<file path="config.mk">
export PLATFORM = sky130hd
export DESIGN_NAME = nic_core
export DESIGN_NICKNAME = d
export VERILOG_FILES = /design/src/rtl/nic_pkg.sv /design/src/rtl/egress_router.sv /design/src/rtl/ingress_arbiter.sv /design/src/rtl/nic_core.sv /design/src/rtl/nic_regs.sv /design/src/rtl/rx_err_filter.sv
export VERILOG_INCLUDE_DIRS = /design/src /design/src/rtl
export SDC_FILE = /design/constraint.sdc
export NUM_CORES = 2
export LEC_CHECK = 0
export BUFFER_PORTS_ARGS = -buffer_cell sky130_fd_sc_hd__buf_4
export CORE_MARGIN = 1
export CORE_UTILIZATION = 47
export CTS_CLUSTER_SIZE = 30
export DETAILED_ROUTE_END_ITERATION = 8
export MAX_ROUTING_LAYER = met4
export PLACE_DENSITY = 0.68
export SETUP_SLACK_MARGIN = 0.05
export SYNTH_ARGS = -nofsm -noshare
export SYNTH_HDL_FRONTEND = slang
export SYNTH_SLANG_ARGS = --single-unit
export TNS_END_PERCENT = 10
</file>
<file path="constraint.sdc">
create_clock -name core_clk -period 11.9 [get_ports core_clk]
set_input_delay 1.785 -clock core_clk [delete_from_list [all_inputs] [get_ports core_clk]]
set_output_delay 1.785 -clock core_clk [all_outputs]
set_load 0.005 [all_outputs]
</file>
<file path="src/rtl/nic_consts.svh">
// Stream widths, port count, filter buffer depth and APB register addresses
`ifndef NIC_CONSTS_SVH
`define NIC_CONSTS_SVH

// Stream data path
`define NIC_DATA_W     64
`define NIC_KEEP_W     8

// Port count and receive buffering
`define NIC_NUM_MAC    2
`define NIC_BUF_DEPTH  16

// APB register map, byte addresses
`define NIC_ADDR_PORT_CONFIG  8'h00
`define NIC_ADDR_DROPS_ERR0   8'h04
`define NIC_ADDR_DROPS_ERR1   8'h08
`define NIC_ADDR_DROPS_OVFL0  8'h0C
`define NIC_ADDR_DROPS_OVFL1  8'h10

`endif

</file>
<file path="src/rtl/nic_pkg.sv">
// Package with stream beat, drop event, port configuration and register word types
`include "nic_consts.svh"

package nic_pkg;

   // Port numbering, 3 is treated as host
   typedef logic [1:0] port_t;

   // One stream beat with its sideband
   typedef struct packed {
      logic [`NIC_DATA_W-1:0] tdata;
      logic [`NIC_KEEP_W-1:0] tkeep;
      logic                   tlast;
      port_t                  tid;
      port_t                  tdest;
      logic                   err;
   } axis_beat_t;

   // Egress selection modes
   typedef enum logic [1:0] {
      PORT0    = 2'd0,
      PORT1    = 2'd1,
      HOST     = 2'd2,
      USE_META = 2'd3
   } out_enable_e;

   // PORT_CONFIG register layout
   typedef struct packed {
      logic [28:0] rsvd;
      logic        tpause;
      out_enable_e output_enable;
   } port_config_t;

   // APB write word, raw or as port configuration
   typedef union packed {
      logic [31:0]  raw;
      port_config_t port_config;
   } reg_word_u;

   // Single-cycle drop pulses from a receive filter
   typedef struct packed {
      logic err_drop;
      logic ovfl_drop;
   } drop_evt_t;

endpackage

</file>
<file path="src/rtl/egress_router.sv">
// Per-packet destination selection and demux to MAC 0, MAC 1 and host
module egress_router (
   input  logic                  core_clk,
   input  logic                  reset,
   input  logic                  in_valid,
   input  nic_pkg::axis_beat_t   in_beat,
   output logic                  in_ready,
   input  nic_pkg::port_config_t cfg,
   output logic [2:0]            out_valid,
   output nic_pkg::axis_beat_t   out_beat,
   input  logic [2:0]            out_ready
);

   nic_pkg::port_t dest_new;
   logic [1:0]     sel_new;
   logic [1:0]     sel_q;
   logic [1:0]     sel;
   logic           in_pkt;

   always_comb begin
      case (cfg.output_enable)
         nic_pkg::PORT0: dest_new = 2'd0;
         nic_pkg::PORT1: dest_new = 2'd1;
         nic_pkg::HOST:  dest_new = 2'd2;
         default:        dest_new = in_beat.tdest;
      endcase
   end

   // tdest 3 also goes to host
   assign sel_new = (dest_new == 2'd3) ? 2'd2 : dest_new;
   assign sel     = in_pkt ? sel_q : sel_new;

   assign out_valid = {3{in_valid}} & (3'b001 << sel);
   assign out_beat  = in_beat;
   assign in_ready  = out_ready[sel];

   // Choice is held from the first presented beat until tlast
   always_ff @(posedge core_clk) begin
      if (reset) begin
         sel_q  <= 2'd0;
         in_pkt <= 1'b0;
      end else if (in_valid) begin
         sel_q  <= sel;
         in_pkt <= !(in_ready && in_beat.tlast);
      end
   end

endmodule

</file>
<file path="src/rtl/ingress_arbiter.sv">
// Packet-level round-robin merge of three sources with tid stamping and pause
module ingress_arbiter (
   input  logic                core_clk,
   input  logic                reset,
   input  logic [2:0]          src_valid,
   input  nic_pkg::axis_beat_t src_beat [3],
   output logic [2:0]          src_ready,
   input  logic                tpause,
   output logic                out_valid,
   output nic_pkg::axis_beat_t out_beat,
   input  logic                out_ready
);

   // Last or current grant, reused as the round-robin pointer
   logic [1:0] grant;
   logic       locked;
   logic [1:0] pick;
   logic       pick_ok;
   logic [1:0] cur;

   // Next requester after the last grant
   always_comb begin
      int idx;
      pick    = grant;
      pick_ok = 1'b0;
      for (int k = 1; k <= 3; k++) begin
         idx = (int'(grant) + k) % 3;
         if (!pick_ok && src_valid[idx]) begin
            pick    = 2'(idx);
            pick_ok = 1'b1;
         end
      end
   end

   assign cur       = locked ? grant : pick;
   assign out_valid = !tpause && (locked ? src_valid[grant] : pick_ok);
   assign src_ready = {3{out_valid && out_ready}} & (3'b001 << cur);

   always_comb begin
      out_beat     = src_beat[cur];
      out_beat.tid = cur;
   end

   // Grant is held from the first presented beat until tlast transfers
   always_ff @(posedge core_clk) begin
      if (reset) begin
         grant  <= 2'd2;
         locked <= 1'b0;
      end else if (out_valid) begin
         grant  <= cur;
         locked <= !(out_ready && out_beat.tlast);
      end
   end

endmodule

</file>
<file path="src/rtl/nic_core.sv">
// Top level with receive filters, ingress arbiter, egress router and registers
`include "nic_consts.svh"

module nic_core (
   input  logic                core_clk,
   input  logic                reset,
   input  logic                psel,
   input  logic                penable,
   input  logic                pwrite,
   input  logic [7:0]          paddr,
   input  nic_pkg::reg_word_u  pwdata,
   output logic [31:0]         prdata,
   output logic                pready,
   output logic                pslverr,
   input  logic [`NIC_NUM_MAC-1:0] mac_rx_valid,
   input  nic_pkg::axis_beat_t mac_rx_beat [`NIC_NUM_MAC],
   input  logic                host_tx_valid,
   input  nic_pkg::axis_beat_t host_tx_beat,
   output logic                host_tx_ready,
   output logic [2:0]          tx_valid,
   output nic_pkg::axis_beat_t tx_beat,
   input  logic [2:0]          tx_ready
);

   logic [`NIC_NUM_MAC-1:0] filt_valid;
   logic [`NIC_NUM_MAC-1:0] filt_ready;
   nic_pkg::axis_beat_t     filt_beat [`NIC_NUM_MAC];
   nic_pkg::drop_evt_t      drops [`NIC_NUM_MAC];
   nic_pkg::port_config_t   cfg;
   logic                    arb_valid;
   logic                    arb_ready;
   nic_pkg::axis_beat_t     arb_beat;

   // ----------------------------------------------------------------------
   // MAC receive filters
   // ----------------------------------------------------------------------
   for (genvar i = 0; i < `NIC_NUM_MAC; i++) begin : g_filter
      rx_err_filter u_rx_err_filter (
         .core_clk  (core_clk),
         .reset     (reset),
         .in_valid  (mac_rx_valid[i]),
         .in_beat   (mac_rx_beat[i]),
         .out_valid (filt_valid[i]),
         .out_beat  (filt_beat[i]),
         .out_ready (filt_ready[i]),
         .drops     (drops[i])
      );
   end

   // Source 2 is the host
   ingress_arbiter u_ingress_arbiter (
      .core_clk  (core_clk),
      .reset     (reset),
      .src_valid ({host_tx_valid, filt_valid}),
      .src_beat  ('{filt_beat[0], filt_beat[1], host_tx_beat}),
      .src_ready ({host_tx_ready, filt_ready}),
      .tpause    (cfg.tpause),
      .out_valid (arb_valid),
      .out_beat  (arb_beat),
      .out_ready (arb_ready)
   );

   egress_router u_egress_router (
      .core_clk  (core_clk),
      .reset     (reset),
      .in_valid  (arb_valid),
      .in_beat   (arb_beat),
      .in_ready  (arb_ready),
      .cfg       (cfg),
      .out_valid (tx_valid),
      .out_beat  (tx_beat),
      .out_ready (tx_ready)
   );

   nic_regs u_nic_regs (
      .core_clk (core_clk),
      .reset    (reset),
      .psel     (psel),
      .penable  (penable),
      .pwrite   (pwrite),
      .paddr    (paddr),
      .pwdata   (pwdata),
      .prdata   (prdata),
      .pready   (pready),
      .pslverr  (pslverr),
      .drops    (drops),
      .cfg      (cfg)
   );

endmodule

</file>
<file path="src/rtl/nic_regs.sv">
// APB register block with port configuration and saturating drop counters
`include "nic_consts.svh"

module nic_regs (
   input  logic                core_clk,
   input  logic                reset,
   input  logic                psel,
   input  logic                penable,
   input  logic                pwrite,
   input  logic [7:0]          paddr,
   input  nic_pkg::reg_word_u  pwdata,
   output logic [31:0]         prdata,
   output logic                pready,
   output logic                pslverr,
   input  nic_pkg::drop_evt_t  drops [`NIC_NUM_MAC],
   output nic_pkg::port_config_t cfg
);

   // Counter order is err0, err1, ovfl0, ovfl1
   logic [31:0] drop_cnt [4];
   logic [3:0]  drop_inc;
   logic        access;
   logic        addr_hit;
   logic        is_cnt;
   logic [31:0] rd_data;

   assign access   = psel && penable;
   assign drop_inc = {drops[1].ovfl_drop, drops[0].ovfl_drop,
                      drops[1].err_drop,  drops[0].err_drop};

   // ----------------------------------------------------------------------
   // Address decode and read mux
   // ----------------------------------------------------------------------
   always_comb begin
      rd_data  = '0;
      addr_hit = 1'b1;
      is_cnt   = 1'b1;
      case (paddr)
         `NIC_ADDR_PORT_CONFIG: begin
            rd_data = cfg;
            is_cnt  = 1'b0;
         end
         `NIC_ADDR_DROPS_ERR0:  rd_data = drop_cnt[0];
         `NIC_ADDR_DROPS_ERR1:  rd_data = drop_cnt[1];
         `NIC_ADDR_DROPS_OVFL0: rd_data = drop_cnt[2];
         `NIC_ADDR_DROPS_OVFL1: rd_data = drop_cnt[3];
         default: begin
            addr_hit = 1'b0;
            is_cnt   = 1'b0;
         end
      endcase
   end

   // No wait states
   assign pready  = access;
   assign prdata  = rd_data;
   assign pslverr = access && (!addr_hit || (pwrite && is_cnt));

   // ----------------------------------------------------------------------
   // Configuration and counters
   // ----------------------------------------------------------------------
   always_ff @(posedge core_clk) begin
      if (reset) begin
         cfg <= '{rsvd: '0, tpause: 1'b0, output_enable: nic_pkg::PORT0};
         for (int i = 0; i < 4; i++) begin
            drop_cnt[i] <= '0;
         end
      end else begin
         for (int i = 0; i < 4; i++) begin
            // Hold at all ones
            if (drop_inc[i] && drop_cnt[i] != '1) begin
               drop_cnt[i] <= drop_cnt[i] + 32'd1;
            end
         end
         if (access && pwrite && paddr == `NIC_ADDR_PORT_CONFIG) begin
            cfg.output_enable <= pwdata.port_config.output_enable;
            cfg.tpause        <= pwdata.port_config.tpause;
         end
      end
   end

endmodule

</file>
<file path="src/rtl/rx_err_filter.sv">
// Store-and-forward receive filter that drops errored and oversize MAC packets
`include "nic_consts.svh"

module rx_err_filter (
   input  logic                core_clk,
   input  logic                reset,
   input  logic                in_valid,
   input  nic_pkg::axis_beat_t in_beat,
   output logic                out_valid,
   output nic_pkg::axis_beat_t out_beat,
   input  logic                out_ready,
   output nic_pkg::drop_evt_t  drops
);

   localparam int AW = $clog2(`NIC_BUF_DEPTH);

   nic_pkg::axis_beat_t mem [`NIC_BUF_DEPTH];

   // Extra pointer bit tells full from empty
   logic [AW:0] wr_ptr;
   logic [AW:0] commit_ptr;
   logic [AW:0] rd_ptr;
   logic        pkt_err;
   logic        pkt_ovfl;
   logic        has_space;
   logic        beat_err;
   logic        beat_ovfl;
   logic        wr_en;

   assign has_space = (wr_ptr ^ rd_ptr) != {1'b1, {AW{1'b0}}};

   // Packet status including the arriving beat
   assign beat_err  = pkt_err || in_beat.err;
   assign beat_ovfl = pkt_ovfl || !has_space;
   assign wr_en     = in_valid && !beat_ovfl;

   // Only committed packets are visible downstream
   assign out_valid = rd_ptr != commit_ptr;
   assign out_beat  = mem[rd_ptr[AW-1:0]];

   always_ff @(posedge core_clk) begin
      if (wr_en) begin
         mem[wr_ptr[AW-1:0]] <= in_beat;
      end
   end

   // ----------------------------------------------------------------------
   // Tentative write, commit or rewind at tlast
   // ----------------------------------------------------------------------
   always_ff @(posedge core_clk) begin
      if (reset) begin
         wr_ptr     <= '0;
         commit_ptr <= '0;
         rd_ptr     <= '0;
         pkt_err    <= 1'b0;
         pkt_ovfl   <= 1'b0;
         drops      <= '0;
      end else begin
         drops <= '0;
         if (out_valid && out_ready) begin
            rd_ptr <= rd_ptr + 1'b1;
         end
         if (in_valid) begin
            if (in_beat.tlast) begin
               pkt_err  <= 1'b0;
               pkt_ovfl <= 1'b0;
               // Error wins over overflow
               if (beat_err) begin
                  wr_ptr         <= commit_ptr;
                  drops.err_drop <= 1'b1;
               end else if (beat_ovfl) begin
                  wr_ptr          <= commit_ptr;
                  drops.ovfl_drop <= 1'b1;
               end else begin
                  wr_ptr     <= wr_ptr + 1'b1;
                  commit_ptr <= wr_ptr + 1'b1;
               end
            end else begin
               pkt_err  <= beat_err;
               pkt_ovfl <= beat_ovfl;
               if (wr_en) begin
                  wr_ptr <= wr_ptr + 1'b1;
               end
            end
         end
      end
   end

endmodule

</file>
After elaboration in Yosys (flattened, before gate mapping):

Memories as Yosys holds them, arrays and structs flattened. A register that Yosys moved wholly into a read port is not among the register bits.
Cells that the tools add are included.

* register bits after elaboration: 46
* bits of input ports: 285
* ROM bits: 0
* memories: 3
* latch bits: 0
* bits in writable memories: 2624
* output and inout port bits: 116

* bitwise operators: 13
* div/mod/pow operators: 3
* eq/ne operators: 15
* add/subtract/negate cells: 11
* magnitude comparators: 6
* reduce and logical (&&, ||, !) cells: 46
* mux-type cells: 72
* $mul: 0
* shift-type cells: 2

Memories
* g_filter[0].u_rx_err_filter.mem: words 16, width 78, rd ports 1, clocked after memory_dff 1, wr ports 1, line rx_err_filter.sv:17 `` nic_pkg::axis_beat_t mem [`NIC_BUF_DEPTH]; ``
* g_filter[1].u_rx_err_filter.mem: words 16, width 78, rd ports 1, clocked after memory_dff 1, wr ports 1, line rx_err_filter.sv:17
* u_nic_regs.drop_cnt: words 4, width 32, rd ports 4, clocked after memory_dff 0, wr ports 4, line nic_regs.sv:20 `logic [31:0] drop_cnt [4];`

Operators by type and width (number)
* 32-bit one-hot mux with 5 select lines: 1
* 78-bit binary-select mux with 2-bit select: 1
* 78-bit 2-to-1 mux: 2
* 32-bit by 1-bit adder with 32-bit output (second input constant): 4
* 32-bit 2-to-1 mux: 4
* 32-bit != test (second input constant): 4
* 32-bit by 4-bit < comparator with 1-bit output (second input constant): 3
* 32-bit by 3-bit modulo with 32-bit output (second input constant): 3
* 1-bit 2-to-1 mux: 40
* 5-bit 2-to-1 mux: 8
* 5-bit by 1-bit adder with 5-bit output (second input constant): 4
* 1-bit logical AND: 18
* 8-bit by 4-bit == test with 1-bit output (second input constant): 2
* 4-bit 2-to-1 mux: 4
* 2-bit 2-to-1 mux: 6
* 4-bit OR reduction: 3
* 1-bit binary-select mux with 2-bit select: 5
* 5-bit != test: 2
* 5-bit != test (second input constant): 2
* 5-bit bitwise XOR: 2
* 1-bit zero test: 9
* 8-bit by 3-bit == test with 1-bit output (second input constant): 1
* 8-bit by 5-bit == test with 1-bit output (second input constant): 1
* 8-bit zero test: 1
* other kinds (18): 38

Depth between registers and ports, before layout:

* depth after elaboration: 28
* gate-level depth with buffers: 15
* gate-level depth less buffers: 13

Modules after synthesis:

From an unflattened synthesis, not the netlist that was laid out.

* cells, all modules: 5034
* area, all modules: 107394.2 µm²

By module, submodules not included
* rx_err_filter (g_filter[1].u_rx_err_filter): cells each 1888, times used 1, area each 48126.2 µm²
* rx_err_filter (g_filter[0].u_rx_err_filter): cells each 1883, times used 1, area each 48037.3 µm²
* nic_regs: cells each 807, times used 1, area each 8031.5 µm²
* ingress_arbiter: cells each 352, times used 1, area each 2364.8 µm²
* egress_router: cells each 104, times used 1, area each 834.6 µm²

Least setup slack after synthesis:

No wires, ideal clock.

* kind: input port to flip-flop
* start point: input port mac_rx_valid[1]
* end point: memory g_filter[1].u_rx_err_filter.mem[3][0] (netlist name) (enable)
* setup time: 0.697 ns
* slack: 2.140 ns
* data arrival time: 9.063 ns
* cell stages on the path: 2
* cell sequence: nand2_1 -> nor4_1

* longest elaborated chain between the ends: 3

RTL lines
* start: declaration: line nic_core.sv:15 `` input logic [`NIC_NUM_MAC-1:0] mac_rx_valid, ``
* 1-bit logical AND: line rx_err_filter.sv:35 `assign wr_en = in_valid && !beat_ovfl;`
* 1-bit 2-to-1 mux: line rx_err_filter.sv:42 `if (wr_en) begin`
* 1-bit 2-to-1 mux (not written as such): line rx_err_filter.sv:43 `mem[wr_ptr[AW-1:0]] <= in_beat;`
* end: declaration: line rx_err_filter.sv:17

Every way passes these cells.

Final worst setup path:

* start point: register u_ingress_arbiter.grant[0]
* end point: output port host_tx_ready

* longest elaborated chain between the ends: 25

RTL lines
* start: declaration: line ingress_arbiter.sv:15 `logic [1:0] grant;`
* start signal: assignment: line ingress_arbiter.sv:50 `grant <= cur;`
* 2-bit by 1-bit adder with 3-bit output: line ingress_arbiter.sv:27 `idx = (int'(grant) + k) % 3;`
* 32-bit by 3-bit modulo with 32-bit output: line ingress_arbiter.sv:27
* 1-bit binary-select mux with 2-bit select: line ingress_arbiter.sv:28 `if (!pick_ok && src_valid[idx]) begin`
* 1-bit 2-to-1 mux (not written as such) (2 in a row): line ingress_arbiter.sv:28
* 1-bit 2-to-1 mux: line ingress_arbiter.sv:28
* 1-bit zero test: line ingress_arbiter.sv:28
* 1-bit logical AND: line ingress_arbiter.sv:28
* 1-bit 2-to-1 mux: line ingress_arbiter.sv:28
* (+8 left out)
* 2-bit one-hot mux with 3 select lines: line egress_router.sv:21 `case (cfg.output_enable)`
* 2-bit == test: line egress_router.sv:30 `assign sel_new = (dest_new == 2'd3) ? 2'd2 : dest_new;`
* 2-bit 2-to-1 mux: line egress_router.sv:30
* 2-bit 2-to-1 mux: line egress_router.sv:31 `assign sel = in_pkt ? sel_q : sel_new;`
* 1-bit binary-select mux with 2-bit select: line egress_router.sv:35 `assign in_ready = out_ready[sel];`
* 1-bit 2-to-1 mux (not written as such): line egress_router.sv:35
* 1-bit logical AND: line ingress_arbiter.sv:37 `assign src_ready = {3{out_valid && out_ready}} & (3'b001 << cur);`
* 3-bit bitwise AND *: line ingress_arbiter.sv:37
* end: declaration: line nic_core.sv:19 `output logic host_tx_ready,`

Mark *: on every way between the ends. The rest lies on a longest branch, timed or not. The select of a mux whose other input is x is not followed.

==> metrics.txt <==
status completed; MaxCap Viol Count 0; drt pass-1 iters 5; # hold bufs at CTS 0; element type at the critical path end output pin; max-slew violations 0; maximum VDD drop 228.3 uV; CTS tree done; unrepaired setup endpoints after global routing false; clock-pin slew on the worst setup and hold paths 0.06 ns; critical path class reg2out; gr usage total 0.2313; Filler Cell Count 16.17k; most frequent cells after synthesis 2,560 x edfxtp_1, 760 x mux4_2, 224 x nor2_1; Syn Inst Count 4,783; count leader, synth edfxtp_1; Residual DRC 0; nets 5,564; total overflow reported by the global router 0; Final ANT Viol Nets 0; register area share after synthesis 0.7558; Main synth FF type edfxtp_1; starting density of the core 0.4740; Clock Tree Root clkbuf_16; WHS 0.5039 ns; final period utilization 0.6389; required arrival time at the worst endpoint 10.12 ns; cts repair resizes 0; post-synth top area cell edfxtp_1; Num CTS Buffers 281; final setup fails 0; Die W 470.5 um; First DRT Iteration DRCs 5,403; Net Sw Frac 0.2549; HP Start g_filter[1].u_rx_err_filter.pkt_ovfl; syn_area_per_cell 21.56 um2; Worst R2R Setup Slack 6.50 ns; Worst-Skew Late Latency 0.95 ns; vias in the first global route 50.87k; DP Wirelength 136,300 um; Max Clock Freq 131.5 MHz; initial antenna violation count 55; Hold Crit Endpoint g_filter[1].u_rx_err_filter.pkt_ovfl; Worst Path Max Fanout 84; mapped cell area 0.1031 mm2; Area Overhead vs Synth 14.41%; min Tclk post-route 7.603 ns; Reg2Reg Depth 13; CP Launch Type flop; Psw 0.005932 W; post-route setup TNS 0 ns; Hold Violations, Final 0; Post-synth ARST share 0; clk_skew 0.06704 ns; Yosys reg bits 2,614; vias per cell 6.051; setup repair bufs after CTS 0; slew margin rel. 0.1651; global-route wire length before repair 357,800 um; post-synth top area share 0.7453; clock sink total 2,614; PortBufs 365; largest net degree at the start of global routing 141; Routed wire per std cell 29.76 um; Hold Path Cell Cnt 2; HP Class reg2reg; R2R Path Start u_ingress_arbiter.grant[0]; H-tree depth 5; Pwr Density 197.3 mW/mm2; combinational share of power 0.198; Reg power frac 0.446; Crit path arrival time 5.82 ns; top post-synthesis cells by area edfxtp_1 75%, mux4_2 17%, mux2i_1 1.2%; vias after detailed routing 50.44k; routed wire length 248,100 um; Post-Synthesis Net Count 5,084; layout cell share with drive strength beyond 1 0.2957; Core ar. 0.2176 mm2; Die H 470.5 um; unique cell type count in the Yosys netlist 68; gpl congestion 0.8176; P_leak 36.84 nW; Die ar. 0.2213 mm2; io pins 401; Max Buffers Root-to-Sink 4; worst slew pin tran 1.250 ns; EDFF count, synth 2,560; P_int 0.01734 W; Row Count 171; Clock Power Share 0.356; Synth warnings 0
flip-flops by register name, summed over array words and instances (netlist names), 3 cells and up, named ones only:
register and flops:
g_filter.u_rx_err_filter.rd_ptr 10, u_nic_regs.drop_cnt 128, g_filter.u_rx_err_filter.drops 4, g_filter.u_rx_err_filter.mem 2432
g_filter.u_rx_err_filter.wr_ptr 10, u_nic_regs.cfg 3, g_filter.u_rx_err_filter.commit_ptr 10
layer usage:
metal,up-vias,wire [um],global-route usage
met3,414,19810,0.04588
li1,20930,-,-
met5,-,0,-
met4,0,7004,0.06373
met1,26990,100300,0.3143
met2,2104,120900,0.3583
worst max-delay path, stage by stage (launching register included):
cell and delay (ns):
dfxtp_1 0.41, inv_1 0.11, ha_1 0.42, a31oi_1 0.28, o21ai_0 0.14, o21ai_1 0.18
o32a_2 0.18, buf_4 0.67, and2_4 0.95, a21boi_0 0.33, a221oi_4 0.47, mux2_2 0.40
nor3_1 0.19, buf_4 0.16
through the flow:
stage | instance area [um2] | cells | util | setup slack (ns) | total power [W]
after floorplan | 103100 | 4783 | - | 2.140 | 0.01337
after global placement | 109300 | 7834 | 0.5024 | 4.488 | 0.01520
after detailed placement | 109300 | 7834 | 0.5024 | 4.325 | 0.01524
after CTS | 117900 | 8303 | 0.5419 | 4.244 | 0.02347
after global routing | 118000 | 8331 | 0.5422 | 3.936 | 0.02404
final | 118000 | 8336 | 0.5423 | 4.297 | 0.02328
layout by cell type, fill, tap and decap left out, drive strengths merged, types with 21 or more instances in the layout:
master | synthesis | final
xnor2 | 65 | 65
nand3 | 70 | 70
a22oi | 29 | 29
clkinv | 1 | 86
edfxtp | 2560 | 2560
buf | 58 | 438
xor2 | 83 | 83
a21oi | 29 | 29
inv | 34 | 36
nand2 | 166 | 166
mux4 | 760 | 760
dfxtp | 54 | 54
bufinv | 0 | 21
o21ai | 124 | 124
nor2 | 224 | 224
diode | 0 | 33
and3 | 25 | 25
mux2i | 121 | 121
and2 | 37 | 37
clkbuf | 183 | 356
layout make-up:
type                       instances  area, um2  share of cell area
timing repair buffer             438       3363             0.02850
multi-input combinational       1893      24280              0.2057
clock buffer                     356       7536             0.06387
tap                             2854       3571             0.03026
inverter                          35      131.4            0.001113
clock inverter                   113       1051            0.008907
antenna                           33      82.58           0.0006998
sequential                      2614      77980              0.6609
power groups by stage:
stage / Sequential (W) / Combinational [W] / Clock, W
floorplan: 0.0105 / 0.00286 / 0
global placement: 0.0106 / 0.00464 / 0
detailed placement: 0.0106 / 0.00466 / 0
CTS: 0.0104 / 0.00468 / 0.00841
global route: 0.0104 / 0.00491 / 0.00875
finish: 0.0104 / 0.00461 / 0.00830
worst max-delay path by stage:
stage                                    start                                     to  slack (ns)
finish              u_ingress_arbiter.grant[0]                          host_tx_ready        4.30
global route        u_ingress_arbiter.grant[0]                          host_tx_ready        3.94
CTS                 u_ingress_arbiter.grant[0]                          host_tx_ready        4.24
detailed placement               host_tx_valid                          host_tx_ready        4.33
global placement                 host_tx_valid                          host_tx_ready        4.49
floorplan                      mac_rx_valid[1]  g_filter[1].u_rx_err_filter.mem[3][0]        2.14
logic make-up after synthesis:
kind of cell    synth area share
flops                     0.7558
mux                       0.1780
simple gates             0.02663
buf+inv                  0.01012
compound gates           0.01458
xor+xnor                 0.01279
fa+ha+maj               0.002038
Power figures use the tool's default switching activity.
